===== config.mk =====
export PLATFORM = sky130hd
export DESIGN_NAME = icache_ctrl
export DESIGN_NICKNAME = d
export VERILOG_FILES = /design/src/icache_pkg.sv /design/src/icache_ctrl.sv
export SDC_FILE = /design/constraint.sdc
export NUM_CORES = 1
export LEC_CHECK = 0
export BUFFER_PORTS_ARGS = -buffer_cell sky130_fd_sc_hd__buf_2
export CAP_MARGIN = 30
export CORE_AREA = 2 2 119 121
export DETAILED_ROUTE_END_ITERATION = 7
export DIE_AREA = 0 0 121 123
export PLACE_DENSITY_LB_ADDON = 0.2
export SLEW_MARGIN = 20
export SYNTH_ARGS = -nofsm -noshare
export SYNTH_HDL_FRONTEND = slang
export SYNTH_SLANG_ARGS = --single-unit

===== constraint.sdc =====
create_clock -name clk -period 6.2 [get_ports clk]
set_input_delay 0.31 -clock clk [delete_from_list [all_inputs] [get_ports clk]]
set_output_delay 0.31 -clock clk [all_outputs]
set_load 0.01 [all_outputs]

===== src/icache_pkg.sv =====
package icache_pkg;

    // cache geometry
    localparam int LEN_LINE = 5;
    localparam int LEN_INDEX = 7;
    localparam int LEN_TAG = 32 - LEN_LINE - LEN_INDEX;
    localparam int LEN_WORD_SEL = LEN_LINE - 2;
    localparam int NR_WORDS = 1 << LEN_WORD_SEL;
    localparam int NR_SETS = 1 << LEN_INDEX;
    localparam int NR_WAYS = 2;
    localparam int LEN_DATA_ADDR = LEN_INDEX + LEN_WORD_SEL;

    // AR channel constants
    localparam logic [2:0] AXI_SIZE_WORD = 3'd2;
    localparam logic [7:0] AXI_LEN_LINE = 8'(NR_WORDS - 1);

    typedef logic [31:0] addr_t;
    typedef logic [31:0] word_t;
    typedef logic [LEN_TAG-1:0] tag_t;
    typedef logic [LEN_INDEX-1:0] index_t;
    typedef logic [LEN_WORD_SEL-1:0] word_sel_t;
    typedef logic [NR_WAYS-1:0] way_bits_t;

    // one fetch as it moves down IF1, IF2, IF3
    typedef struct packed {
        tag_t      tag;
        index_t    index;
        word_sel_t word_sel;
        logic      no_cache;
        logic      en;
    } fetch_req_t;

    typedef enum logic [1:0] {
        ST_IDLE,
        ST_REFILL,
        ST_UNCACHED
    } ctrl_state_t;

endpackage


===== src/icache_ctrl.sv =====
`timescale 1ns/1ns

module icache_ctrl
    import icache_pkg::*;
(
    input  logic      clk,
    input  logic      rst,
    // core side
    input  addr_t     i_cpu_inst_addr,
    input  logic      i_cpu_inst_en,
    input  logic      i_no_cache,
    input  logic      i_icache_ctl,
    output word_t     o_cpu_inst_rdata,
    output logic      o_stall,
    // AXI read address
    output addr_t     o_araddr,
    output logic [7:0] o_arlen,
    output logic [2:0] o_arsize,
    output logic      o_arvalid,
    input  logic      i_arready,
    // AXI read data
    input  word_t     i_rdata,
    input  logic      i_rvalid,
    input  logic      i_rlast,
    output logic      o_rready,
    // lookup
    output logic      o_rd_en,
    output index_t    o_rd_index,
    output word_sel_t o_rd_word,
    input  way_bits_t i_valid,
    input  way_bits_t i_lru,
    input  tag_t      i_tag0,
    input  tag_t      i_tag1,
    input  word_t     i_word0,
    input  word_t     i_word1,
    // array writes and metadata updates
    output way_bits_t o_tag_we,
    output way_bits_t o_data_we,
    output index_t    o_wr_index,
    output word_sel_t o_wr_word,
    output tag_t      o_wr_tag,
    output logic      o_hit_upd,
    output logic      o_fill_upd,
    output logic      o_upd_way
);

    fetch_req_t  req_if1;
    fetch_req_t  req_if2;
    fetch_req_t  req_if3;
    ctrl_state_t state;
    way_bits_t   hit_way;
    way_bits_t   victim_mask;
    logic        hit;
    logic        advance;
    logic        done;
    logic        victim;
    logic        beat;
    logic        fill;
    word_sel_t   beat_cnt;
    word_t       captured;

    // IF1 fields straight off the fetch address
    always_comb begin
        req_if1.tag = i_cpu_inst_addr[31 -: LEN_TAG];
        req_if1.index = i_cpu_inst_addr[LEN_LINE +: LEN_INDEX];
        req_if1.word_sel = i_cpu_inst_addr[2 +: LEN_WORD_SEL];
        req_if1.no_cache = i_no_cache;
        req_if1.en = i_cpu_inst_en;
    end

    assign advance = ~o_stall & ~i_icache_ctl;
    assign o_rd_en = advance;
    assign o_rd_index = req_if1.index;
    assign o_rd_word = req_if1.word_sel;

    always_ff @(posedge clk) begin
        if (rst) begin
            req_if2 <= '0;
        end else if (advance) begin
            req_if2 <= req_if1;
        end
    end

    // IF2 tag compare
    assign hit_way[0] = i_valid[0] & (i_tag0 == req_if2.tag);
    assign hit_way[1] = i_valid[1] & (i_tag1 == req_if2.tag);
    assign hit = req_if2.en & ~req_if2.no_cache & (|hit_way);

    assign o_stall = (state != ST_IDLE) | (req_if2.en & ~done & ~hit);
    assign o_cpu_inst_rdata = done ? captured : (hit_way[1] ? i_word1 : i_word0);

    assign beat = o_rready & i_rvalid;
    assign fill = (state == ST_REFILL) & beat & i_rlast;
    assign victim_mask = victim ? 2'b10 : 2'b01;

    assign o_data_we = ((state == ST_REFILL) && beat) ? victim_mask : 2'b00;
    assign o_tag_we = fill ? victim_mask : 2'b00;
    assign o_wr_index = (state == ST_IDLE) ? req_if2.index : req_if3.index;
    assign o_wr_word = beat_cnt;
    assign o_wr_tag = req_if3.tag;
    assign o_arsize = AXI_SIZE_WORD;

    assign o_hit_upd = hit & ~done & (state == ST_IDLE);
    assign o_fill_upd = fill;
    assign o_upd_way = fill ? victim : hit_way[1];

    always_ff @(posedge clk) begin
        if (rst) begin
            state <= ST_IDLE;
            done <= 1'b0;
            o_arvalid <= 1'b0;
            o_rready <= 1'b0;
            beat_cnt <= '0;
        end else begin
            if (advance) begin
                done <= 1'b0;
            end
            case (state)
                ST_IDLE: begin
                    if (req_if2.en && !done && !hit) begin
                        req_if3 <= req_if2;
                        o_arvalid <= 1'b1;
                        beat_cnt <= '0;
                        if (req_if2.no_cache) begin
                            o_araddr <= {req_if2.tag, req_if2.index, req_if2.word_sel, 2'b00};
                            o_arlen <= 8'd0;
                            state <= ST_UNCACHED;
                        end else begin
                            // refill from the line base into the least recent way
                            o_araddr <= {req_if2.tag, req_if2.index, {LEN_LINE{1'b0}}};
                            o_arlen <= AXI_LEN_LINE;
                            victim <= i_lru[1];
                            state <= ST_REFILL;
                        end
                    end
                end
                ST_REFILL, ST_UNCACHED: begin
                    if (o_arvalid) begin
                        if (i_arready) begin
                            o_arvalid <= 1'b0;
                            o_rready <= 1'b1;
                        end
                    end else if (beat) begin
                        beat_cnt <= beat_cnt + 1'b1;
                        // requested word passes by
                        if (state == ST_UNCACHED || beat_cnt == req_if3.word_sel) begin
                            captured <= i_rdata;
                        end
                        if (i_rlast) begin
                            o_rready <= 1'b0;
                            done <= 1'b1;
                            state <= ST_IDLE;
                        end
                    end
                end
                default: begin
                    state <= ST_IDLE;
                end
            endcase
        end
    end

    assert property (@(posedge clk) disable iff (rst)
        o_arvalid && !i_arready |=> o_arvalid && $stable(o_araddr));

    assert property (@(posedge clk) disable iff (rst) state == ST_IDLE |-> !o_rready);

endmodule


==> results.sh, run 1 <==
export IMPL_antenna_found_initial=2
export IMPL_cp_max_fo=24
export IMPL_switchingPower_uw=416.4
export IMPL_crit_reg2reg_launch="req_if2[16]"
export IMPL_swShare=0.2523
export IMPL_synth_area_leaders="edfxtp_1, dfxtp_1, mux2i_1"
export IMPL_hold_viol=0
export IMPL_post_place_ws_ns=3.461
export IMPL_intPower_uw=1234
export IMPL_clock_skew_ns=0.007882
export IMPL_setup_viol_count_final=0
export IMPL_yosys_warnings=0
export IMPL_synth_cell_types=47
export IMPL_multiInputGateArea_sq_um=2230
export IMPL_yosys_most_used_dff="edfxtp_1"
export IMPL_clkSinkCount=107
export IMPL_rsz0062_at_grt="false"
export IMPL_dr_pass1_iters=4
export IMPL_cp_arrival_ns=2.79
export IMPL_slowest_delay_ns=0.44
export IMPL_grt_pass1_wl_um=22320
export IMPL_timing_fmax_mhz=322.6
export IMPL_synth_edf_count=67
export IMPL_fin_hold_ws_ns=0.1399
export IMPL_drt_iter0_drc=181
export IMPL_setup_tns_ns=0
export IMPL_postSynthAreaPerCell_sq_um=10.76
export IMPL_start_util=0.4183
export IMPL_tritoncts="built"
export IMPL_grt_pass1_vias=4346
export IMPL_postCtsHoldBufs=0
export IMPL_hp_start="i_rdata[13]"
export IMPL_synthTopCellsByCount="nand2_1, buf_4, edfxtp_1, mux2i_1, dfxtp_1"
export IMPL_finalNetCount=938
export IMPL_max_cap_violations=0
export IMPL_gr_total_overflow=0
export IMPL_maxSlewHeadroom=0.6125
export IMPL_wl_per_cell_um=15.81
export IMPL_finalWorstSetupSlack_ns=3.100
export IMPL_worst_slew_pin_slew_ns=0.5813
export IMPL_irDropWorstVdd_mv=0.1427
export IMPL_final_core_utilization=0.5237
export IMPL_status="complete, no violations"
export IMPL_dieArea_sq_um=14880
export IMPL_post_cts_resized=0
export IMPL_crit_slowest_cell="dfxtp_1"
export IMPL_grt_start_max_net_pins=68
export IMPL_detail_route_vias_per_cell=4.755
export IMPL_vias=4465
export IMPL_ios=306
export IMPL_hp_class="in2reg"
export IMPL_syn_inst=529
export IMPL_path_cells="xnor2_1 -> nand4_1 -> nor4_4 -> nand3_2 -> buf_12 -> mux2i_1 -> o21ai_0 -> buf_2"
export IMPL_grt_usage=0.1956
export IMPL_yosysTopAreaCellShare=0.3533
export IMPL_clock_power_share=0.333
export IMPL_die_h_um=123
export IMPL_power_uw=1651
export IMPL_ys_seq_elements=107
export IMPL_fill_cells=1257
export IMPL_yosysTopAreaCell="edfxtp_1"
export IMPL_root_buffer="clkbuf_16"
export IMPL_cts_inserted_buffers=9
export IMPL_numPortBuffers=292
export IMPL_die_w_um=121
export IMPL_gp_congestion=0.8444
export IMPL_path_clk_slew_ns=0.07
export IMPL_crit_path_start="req_if2[16]"
export IMPL_clock_latency_ns=0.34
export IMPL_power_density_nw_per_um2=231.6
export IMPL_power_frac_comb=0.168
export IMPL_hpwl_um=11630
export IMPL_worstSetupPathType="reg2out"
export IMPL_totalWireLength_um=14850
export IMPL_htree_levels=3
export IMPL_synth_most_common_cell="nand2_1"
export IMPL_area_growth_pct=25.18
export IMPL_final_max_slew_viol_count=0
export IMPL_seqPwrFrac=0.500
export IMPL_finalCritPeriodShare=0.5000
export IMPL_synthArstFlopShare=0
export IMPL_cts_setup_buffers=0
export IMPL_ant_nets=0
export IMPL_netlist_area_sq_um=5694
export IMPL_min_period_ns=3.100
export IMPL_num_rows=43
export IMPL_drc=0
export IMPL_cp_end_kind="output port"
export IMPL_final_seq_area_sq_um=2816
export IMPL_yosysSeqAreaShare=0.4940
export IMPL_diodes=0
export IMPL_core_area_sq_um=13610
export IMPL_drive_gt1_frac=0.4348
export IMPL_leakagePower_uw=0.003337
export IMPL_cp_start_kind="register"
export IMPL_crit_required_ns=5.89
export IMPL_max_clock_path_buffers=2
## sequential cells by signal (all words and copies together), names as in the netlist
name,count
req_if3,9
victim,1
o_arlen,1
state,2
o_rready,1
o_wr_tag,20
o_araddr,4
o_wr_word,3
captured,32
o_arvalid,1
req_if2,32
done,1
## per-stage QoR
stage	instances	instance area [sq um]
detailed placement	923	6834
floorplan	537	5724
global route	939	7128
CTS	939	7126
finish	939	7128
global placement	920	6787
## final timing paths
path                          endpoint  slack, ns  cells past startpoint
hold / removal            captured[13]       0.14                      1
setup reg to reg            req_if2[3]       3.55                      7
setup / recovery  o_cpu_inst_rdata[12]       3.10                      8
hold reg to reg             req_if3[5]       0.46                      0
## logic make-up after synthesis
logic type | synth area share
flip-flops | 0.4940
multiplexers | 0.1228
XOR/XNOR | 0.06614
other | 0.001319
adder cells (fa/ha/maj) | 0.008790
AO/OA/AOI/OAI | 0.06680
AND/OR/NAND/NOR | 0.1187
buffers and inverters | 0.1215
## layer usage
metal / vias to the layer above / GRT usage / part of all wire
met5: - / 0 / 0.00088
met4: 2 / 0.07267 / 0.020
met3: 23 / 0.05858 / 0.089
met2: 190 / 0.3409 / 0.49
met1: 2053 / 0.2277 / 0.40
li1: 2197 / - / -
## layout by cell type (no fill, tap or decap), types with 10 or more instances in the layout
cell type / n
buf_2: 292
clkbuf_16: 10
conb_1: 10
dfxtp_1: 39
edfxtp_1: 67
mux2i_1: 62
nand2_1: 98
o21ai_0: 25
xnor2_1: 35
## cell type report
type,count,share of cell area
sequential,107,0.3951
multi-input combinational,329,0.3128
timing repair buffer,298,0.2148
clock buffer,12,0.03756
tap,180,0.03160
inverter,9,0.004739
clock inverter,4,0.003335
## power groups by stage
stage	logic, uW	registers [uW]	clock network [uW]
after floorplan	190	832	0
after global placement	272	838	0
after detailed placement	279	840	0
after CTS	281	824	569
after global routing	307	828	596
final	277	824	549
## worst max-delay path, delay by kind of cell (launching register included)
kind            cells  cell delay, ns
flops               1            0.44
xor+xnor            1            0.15
simple gates        3            1.01
mux                 1            0.14
buf+inv             2            0.49
compound gates      1            0.20
Power figures use the tool's default switching activity.
==> inputs of run 2 (changes only) <==
Settings changed: CORE_AREA 2 2 119 121 to not set, CORE_UTILIZATION set to 41, DIE_AREA 0 0 121 123 to not set.
Clock period 6.2 ns to 2.7 ns, I/O delays scaled along.
==> results.sh, run 2 (synthesis results as in run 1) <==
export IMPL_power_density_nw_per_um2=504.4
export IMPL_dieArea_sq_um=14360
export IMPL_cp_top_family="simple AND/OR/NAND/NOR gates"
export IMPL_die_h_um=119.9
export IMPL_clock_latency_ns=0.35
export IMPL_crit_slowest_cell="dfxtp_1"
export IMPL_hold_viol=0
export IMPL_diodes=0
export IMPL_rsz0062_at_grt="false"
export IMPL_grt_pass1_vias=4546
export IMPL_htree_levels=3
export IMPL_leakagePower_uw=0.003503
export IMPL_grt_pass1_wl_um=22450
export IMPL_num_rows=42
export IMPL_core_area_sq_um=13400
export IMPL_crit_buf_inv=2
export IMPL_area_growth_pct=31.53
export IMPL_cp_end_kind="output port"
export IMPL_irDropWorstVdd_mv=0.5094
export IMPL_status="complete, no violations"
export IMPL_die_w_um=119.9
export IMPL_min_period_ns=2.514
export IMPL_grt_usage=0.2028
export IMPL_max_clock_path_buffers=2
export IMPL_antenna_found_initial=0
export IMPL_max_cap_violations=0
export IMPL_slowest_delay_ns=0.45
export IMPL_finalCritPeriodShare=0.9311
export IMPL_drive_gt1_frac=0.4198
export IMPL_root_buffer="clkbuf_16"
export IMPL_cp_arrival_ns=2.38
export IMPL_most_common_layout_cells="buf_2, nand2_1, edfxtp_1"
export IMPL_ios=306
export IMPL_worstSetupPathType="reg2out"
export IMPL_power_uw=3778
export IMPL_vias=4595
export IMPL_whs_path_depth=3
export IMPL_cts_inserted_buffers=9
export IMPL_detail_route_vias_per_cell=4.718
export IMPL_clock_skew_ns=0.005926
export IMPL_timing_fmax_mhz=397.8
export IMPL_path_depth=8
export IMPL_layout_commonest_cell="buf_2"
export IMPL_path_cells="xnor2_1 -> nand3_1 -> nor4_4 -> nand3_2 -> buf_12 -> mux2i_1 -> o21ai_1 -> buf_2"
export IMPL_hpwl_um=11260
export IMPL_ant_nets=0
export IMPL_final_max_slew_viol_count=0
export IMPL_worst_slew_pin_slew_ns=0.5563
export IMPL_gr_total_overflow=0
export IMPL_gp_congestion=0.8372
export IMPL_dr_pass1_iters=4
export IMPL_cp_start_kind="register"
export IMPL_maxSlewHeadroom=0.6292
export IMPL_clkSinkCount=107
export IMPL_totalWireLength_um=14610
export IMPL_setup_tns_ns=0
export IMPL_drc=0
export IMPL_drt_iter0_drc=199
export IMPL_path_clk_slew_ns=0.07
export IMPL_grt_start_max_net_pins=67
export IMPL_start_util=0.4249
export IMPL_tritoncts="built"
export IMPL_crit_required_ns=2.57
export IMPL_wl_per_cell_um=15.00
export IMPL_numPortBuffers=292
export IMPL_rr_worst_depth=6
export IMPL_setup_viol_count_final=0
export IMPL_hp_class="in2reg"
export IMPL_post_cts_resized=0
export IMPL_finalNetCount=977
export IMPL_cp_max_fo=33
## run 2: cell types whose count changed in the layout (fill, tap and decap cells not counted)
cell | previous run | this run
inv_6 | 0 | 1
nor3b_2 | 2 | 0
clkinv_4 | 1 | 2
dlygate4sd3_1 | 0 | 34
dfxtp_4 | 1 | 0
buf_4 | 4 | 9
clkbuf_8 | 1 | 0
nor3b_4 | 0 | 2
clkbuf_16 | 10 | 9
dfxtp_2 | 0 | 1
## run 2: worst paths after layout
check / slack (ns) / end / startpoint
worst max-delay path: 0.19 / o_cpu_inst_rdata[0] / req_if2[28]
worst min-delay path: 0.03 / req_if2[16] / i_cpu_inst_addr[16]
worst max register to register: 0.44 / o_araddr[4] / req_if2[28]
worst min register to register: 0.45 / req_if3[4] / req_if2[4]
## run 2: per-layer routing
layer | part of all wire | vias to the layer above | global-route usage
met5 | 0 | - | 0
li1 | - | 2274 | -
met3 | 0.069 | 20 | 0.06416
met1 | 0.40 | 2122 | 0.2307
met2 | 0.51 | 179 | 0.3627
met4 | 0.018 | 0 | 0.05703
## run 2: stage by stage
step | instance area, sq um | instances | setup slack, ns | hold slack, ns | utilization
after global routing | 7490 | 974 | 0.09507 | 0.02033 | 0.5589
after global placement | 6852 | 922 | 0.4574 | 0.3128 | 0.5113
after floorplan | 5747 | 537 | 0.01675 | 0.2320 | -
final | 7490 | 974 | 0.1860 | 0.03051 | 0.5589
after CTS | 7452 | 971 | 0.04625 | 0.0001766 | 0.5561
after detailed placement | 6852 | 922 | 0.4325 | 0.3137 | 0.5113
## run 2: what timing repair did
item,in CTS,in global routing
setup endpoints to repair,0,5
hold buffers,33,1
buffers inserted,0,1
endpoints found under the hold margin,33,1
## run 2: final cells by class
cell class / count / area (sq um)
fill: 1195 / 5911
sequential: 107 / 2814
multi-input combinational: 329 / 2242
timing repair buffer: 337 / 1909
clock buffer: 10 / 229.0
tap: 176 / 220.2
clock inverter: 6 / 41.29
inverter: 9 / 33.78
## run 2: worst min-delay path: stages
cell     delay, ns
buf_2         0.09
nand2_1       0.04
mux2i_1       0.06
## run 2: power by group
| group | internal (uW) | total (uW) | switching [uW] |
|---|---|---|---|
| clock | 626 | 1200 | 576 |
| sequential | 1820 | 1890 | 70.9 |
| combinational | 349 | 687 | 338 |
| total | 2790 | 3780 | 984 |
==> inputs of run 3 (changes only) <==
Settings changed: CORE_UTILIZATION 41 to 42, CTS_BUF_LIST set to sky130_fd_sc_hd__clkbuf_4, SETUP_SLACK_MARGIN set to 0.4.
==> results.sh, run 3 (synthesis results as in run 1) <==
export IMPL_post_place_ws_ns=0.3692
export IMPL_hp_class="in2reg"
export IMPL_rsz0062_at_grt="true"
export IMPL_tritoncts="built"
export IMPL_leakagePower_uw=0.003699
export IMPL_grt_pass1_vias=4801
export IMPL_path_cells="xnor2_1 -> nand4_1 -> nor4_4 -> nand3_2 -> buf_12 -> mux2i_2 -> o21ai_1 -> buf_2"
export IMPL_finalCritPeriodShare=0.9401
export IMPL_clkSinkCount=107
export IMPL_finalNetCount=1019
export IMPL_hp_start="rst"
export IMPL_clock_skew_ns=0.02391
export IMPL_final_core_utilization=0.6026
export IMPL_fin_hold_ws_ns=0.03524
export IMPL_numPortBuffers=292
export IMPL_num_rows=42
export IMPL_dieArea_sq_um=14030
export IMPL_ant_nets=0
export IMPL_clock_latency_ns=0.45
export IMPL_detail_route_vias_per_cell=4.724
export IMPL_min_period_ns=2.538
export IMPL_totalWireLength_um=15530
export IMPL_max_cap_violations=0
export IMPL_antenna_found_initial=2
export IMPL_power_density_nw_per_um2=456.1
export IMPL_ios=306
export IMPL_grt_pass1_wl_um=23920
export IMPL_wl_per_cell_um=15.27
export IMPL_cp_top_family="simple AND/OR/NAND/NOR gates"
export IMPL_slowest_delay_ns=0.40
export IMPL_htree_levels=3
export IMPL_holdPathEnd="o_arvalid"
export IMPL_irDropWorstVdd_mv=0.2444
export IMPL_maxSlewHeadroom=0.6337
export IMPL_timing_fmax_mhz=394.0
export IMPL_cp_max_fo=33
export IMPL_drc=0
export IMPL_cp_end_kind="output port"
export IMPL_dr_pass1_iters=4
export IMPL_grt_start_max_net_pins=67
export IMPL_die_w_um=118.4
export IMPL_multiInputGateArea_sq_um=2333
export IMPL_most_common_layout_cells="buf_2, nand2_1, edfxtp_1"
export IMPL_vias=4804
export IMPL_worst_slew_pin_slew_ns=0.5494
export IMPL_reg2reg_slack_ns=0.49
export IMPL_layout_commonest_cell="buf_2"
export IMPL_area_growth_pct=40.14
export IMPL_crit_required_ns=2.57
export IMPL_cp_start_kind="register"
export IMPL_power_uw=3640
export IMPL_rr_endpoint="req_if2[21]"
export IMPL_cp_arrival_ns=2.40
export IMPL_die_h_um=118.4
export IMPL_final_max_slew_viol_count=0
export IMPL_hpwl_um=11000
export IMPL_path_clk_slew_ns=0.17
export IMPL_core_area_sq_um=13240
export IMPL_cts_inserted_buffers=9
export IMPL_grt_usage=0.2178
export IMPL_worstSetupPathType="reg2out"
export IMPL_whs_path_depth=2
export IMPL_crit_buf_inv=2
export IMPL_setup_tns_ns=0
export IMPL_gr_total_overflow=0
export IMPL_setup_viol_count_final=0
export IMPL_hold_viol=0
export IMPL_finalWorstSetupSlack_ns=0.1616
export IMPL_drt_iter0_drc=247
export IMPL_final_seq_area_sq_um=2855
export IMPL_crit_slowest_cell="dfxtp_4"
export IMPL_rr_worst_depth=9
export IMPL_gp_congestion=0.8435
export IMPL_root_buffer="clkbuf_4"
export IMPL_max_clock_path_buffers=2
export IMPL_start_util=0.4300
export IMPL_drive_gt1_frac=0.4560
export IMPL_crit_reg2reg_launch="req_if2[16]"
export IMPL_status="complete, no violations"
export IMPL_fill_cells=1128
-- run 3: worst max-delay path by stage --
| stage | startpoint | endpoint | slack [ns] | cells after the start |
|---|---|---|---|---|
| 6_report | req_if2[12] | o_cpu_inst_rdata[7] | 0.16 | 8 |
| 2_1_floorplan | req_if2[25] | victim | 0.07 | 6 |
| 4_1_cts | req_if2[30] | o_cpu_inst_rdata[7] | 0.12 | 8 |
| 3_3_place_gp | req_if2[15] | o_cpu_inst_rdata[7] | 0.38 | 8 |
| 3_5_place_dp | req_if2[16] | o_cpu_inst_rdata[7] | 0.37 | 8 |
| 5_1_grt | req_if2[16] | o_cpu_inst_rdata[18] | -0.03 | 8 |
-- run 3: stage by stage --
stage               cell area [sq um]  instances
floorplan                        5761        537
global placement                 6858        921
detailed placement               6858        921
CTS                              7878       1012
global route                     7980       1017
finish                           7980       1017
-- run 3: worst reg2reg max path, delay by kind of cell, from the launching register on --
family	cells	cell delay [ns]
and+or+nand+nor	2	0.50
buffers and inverters	3	0.45
AOI/OAI and AO/OA	2	0.44
DFF	1	0.40
muxes	1	0.24
xor gates and xnor gates	1	0.11
-- run 3: cell type report --
type	instances	area share
Sequential cell	107	0.3578
Timing Repair Buffer	379	0.2962
Multi-Input combinational cell	329	0.2924
Tap cell	176	0.02759
Clock inverter	6	0.01207
Clock buffer	10	0.009407
Inverter	9	0.004233
Antenna cell	1	0.0003136
-- run 3: what timing repair did --
action / CTS / global route
resized for setup: 29 / 28
cloned: 1 / 0
hold endpoints to repair: 67 / 0
hold buffers: 66 / 0
pin swaps: 11 / 8
setup endpoints to repair: 45 / 92
buffers inserted: 8 / 4
-- run 3: where the power goes --
group | internal (uW) | total, uW | switching, uW
registers | 1820 | 1900 | 73.6
logic | 431 | 804 | 373
clock network | 398 | 940 | 542
-- run 3: routing by layer --
layer | wire, um | up-vias | track usage
li1 | - | 2366 | -
met1 | 6227 | 2224 | 0.2476
met2 | 8008 | 188 | 0.4004
met3 | 993 | 24 | 0.04971
met4 | 291 | 2 | 0.07120
met5 | 11 | - | 0
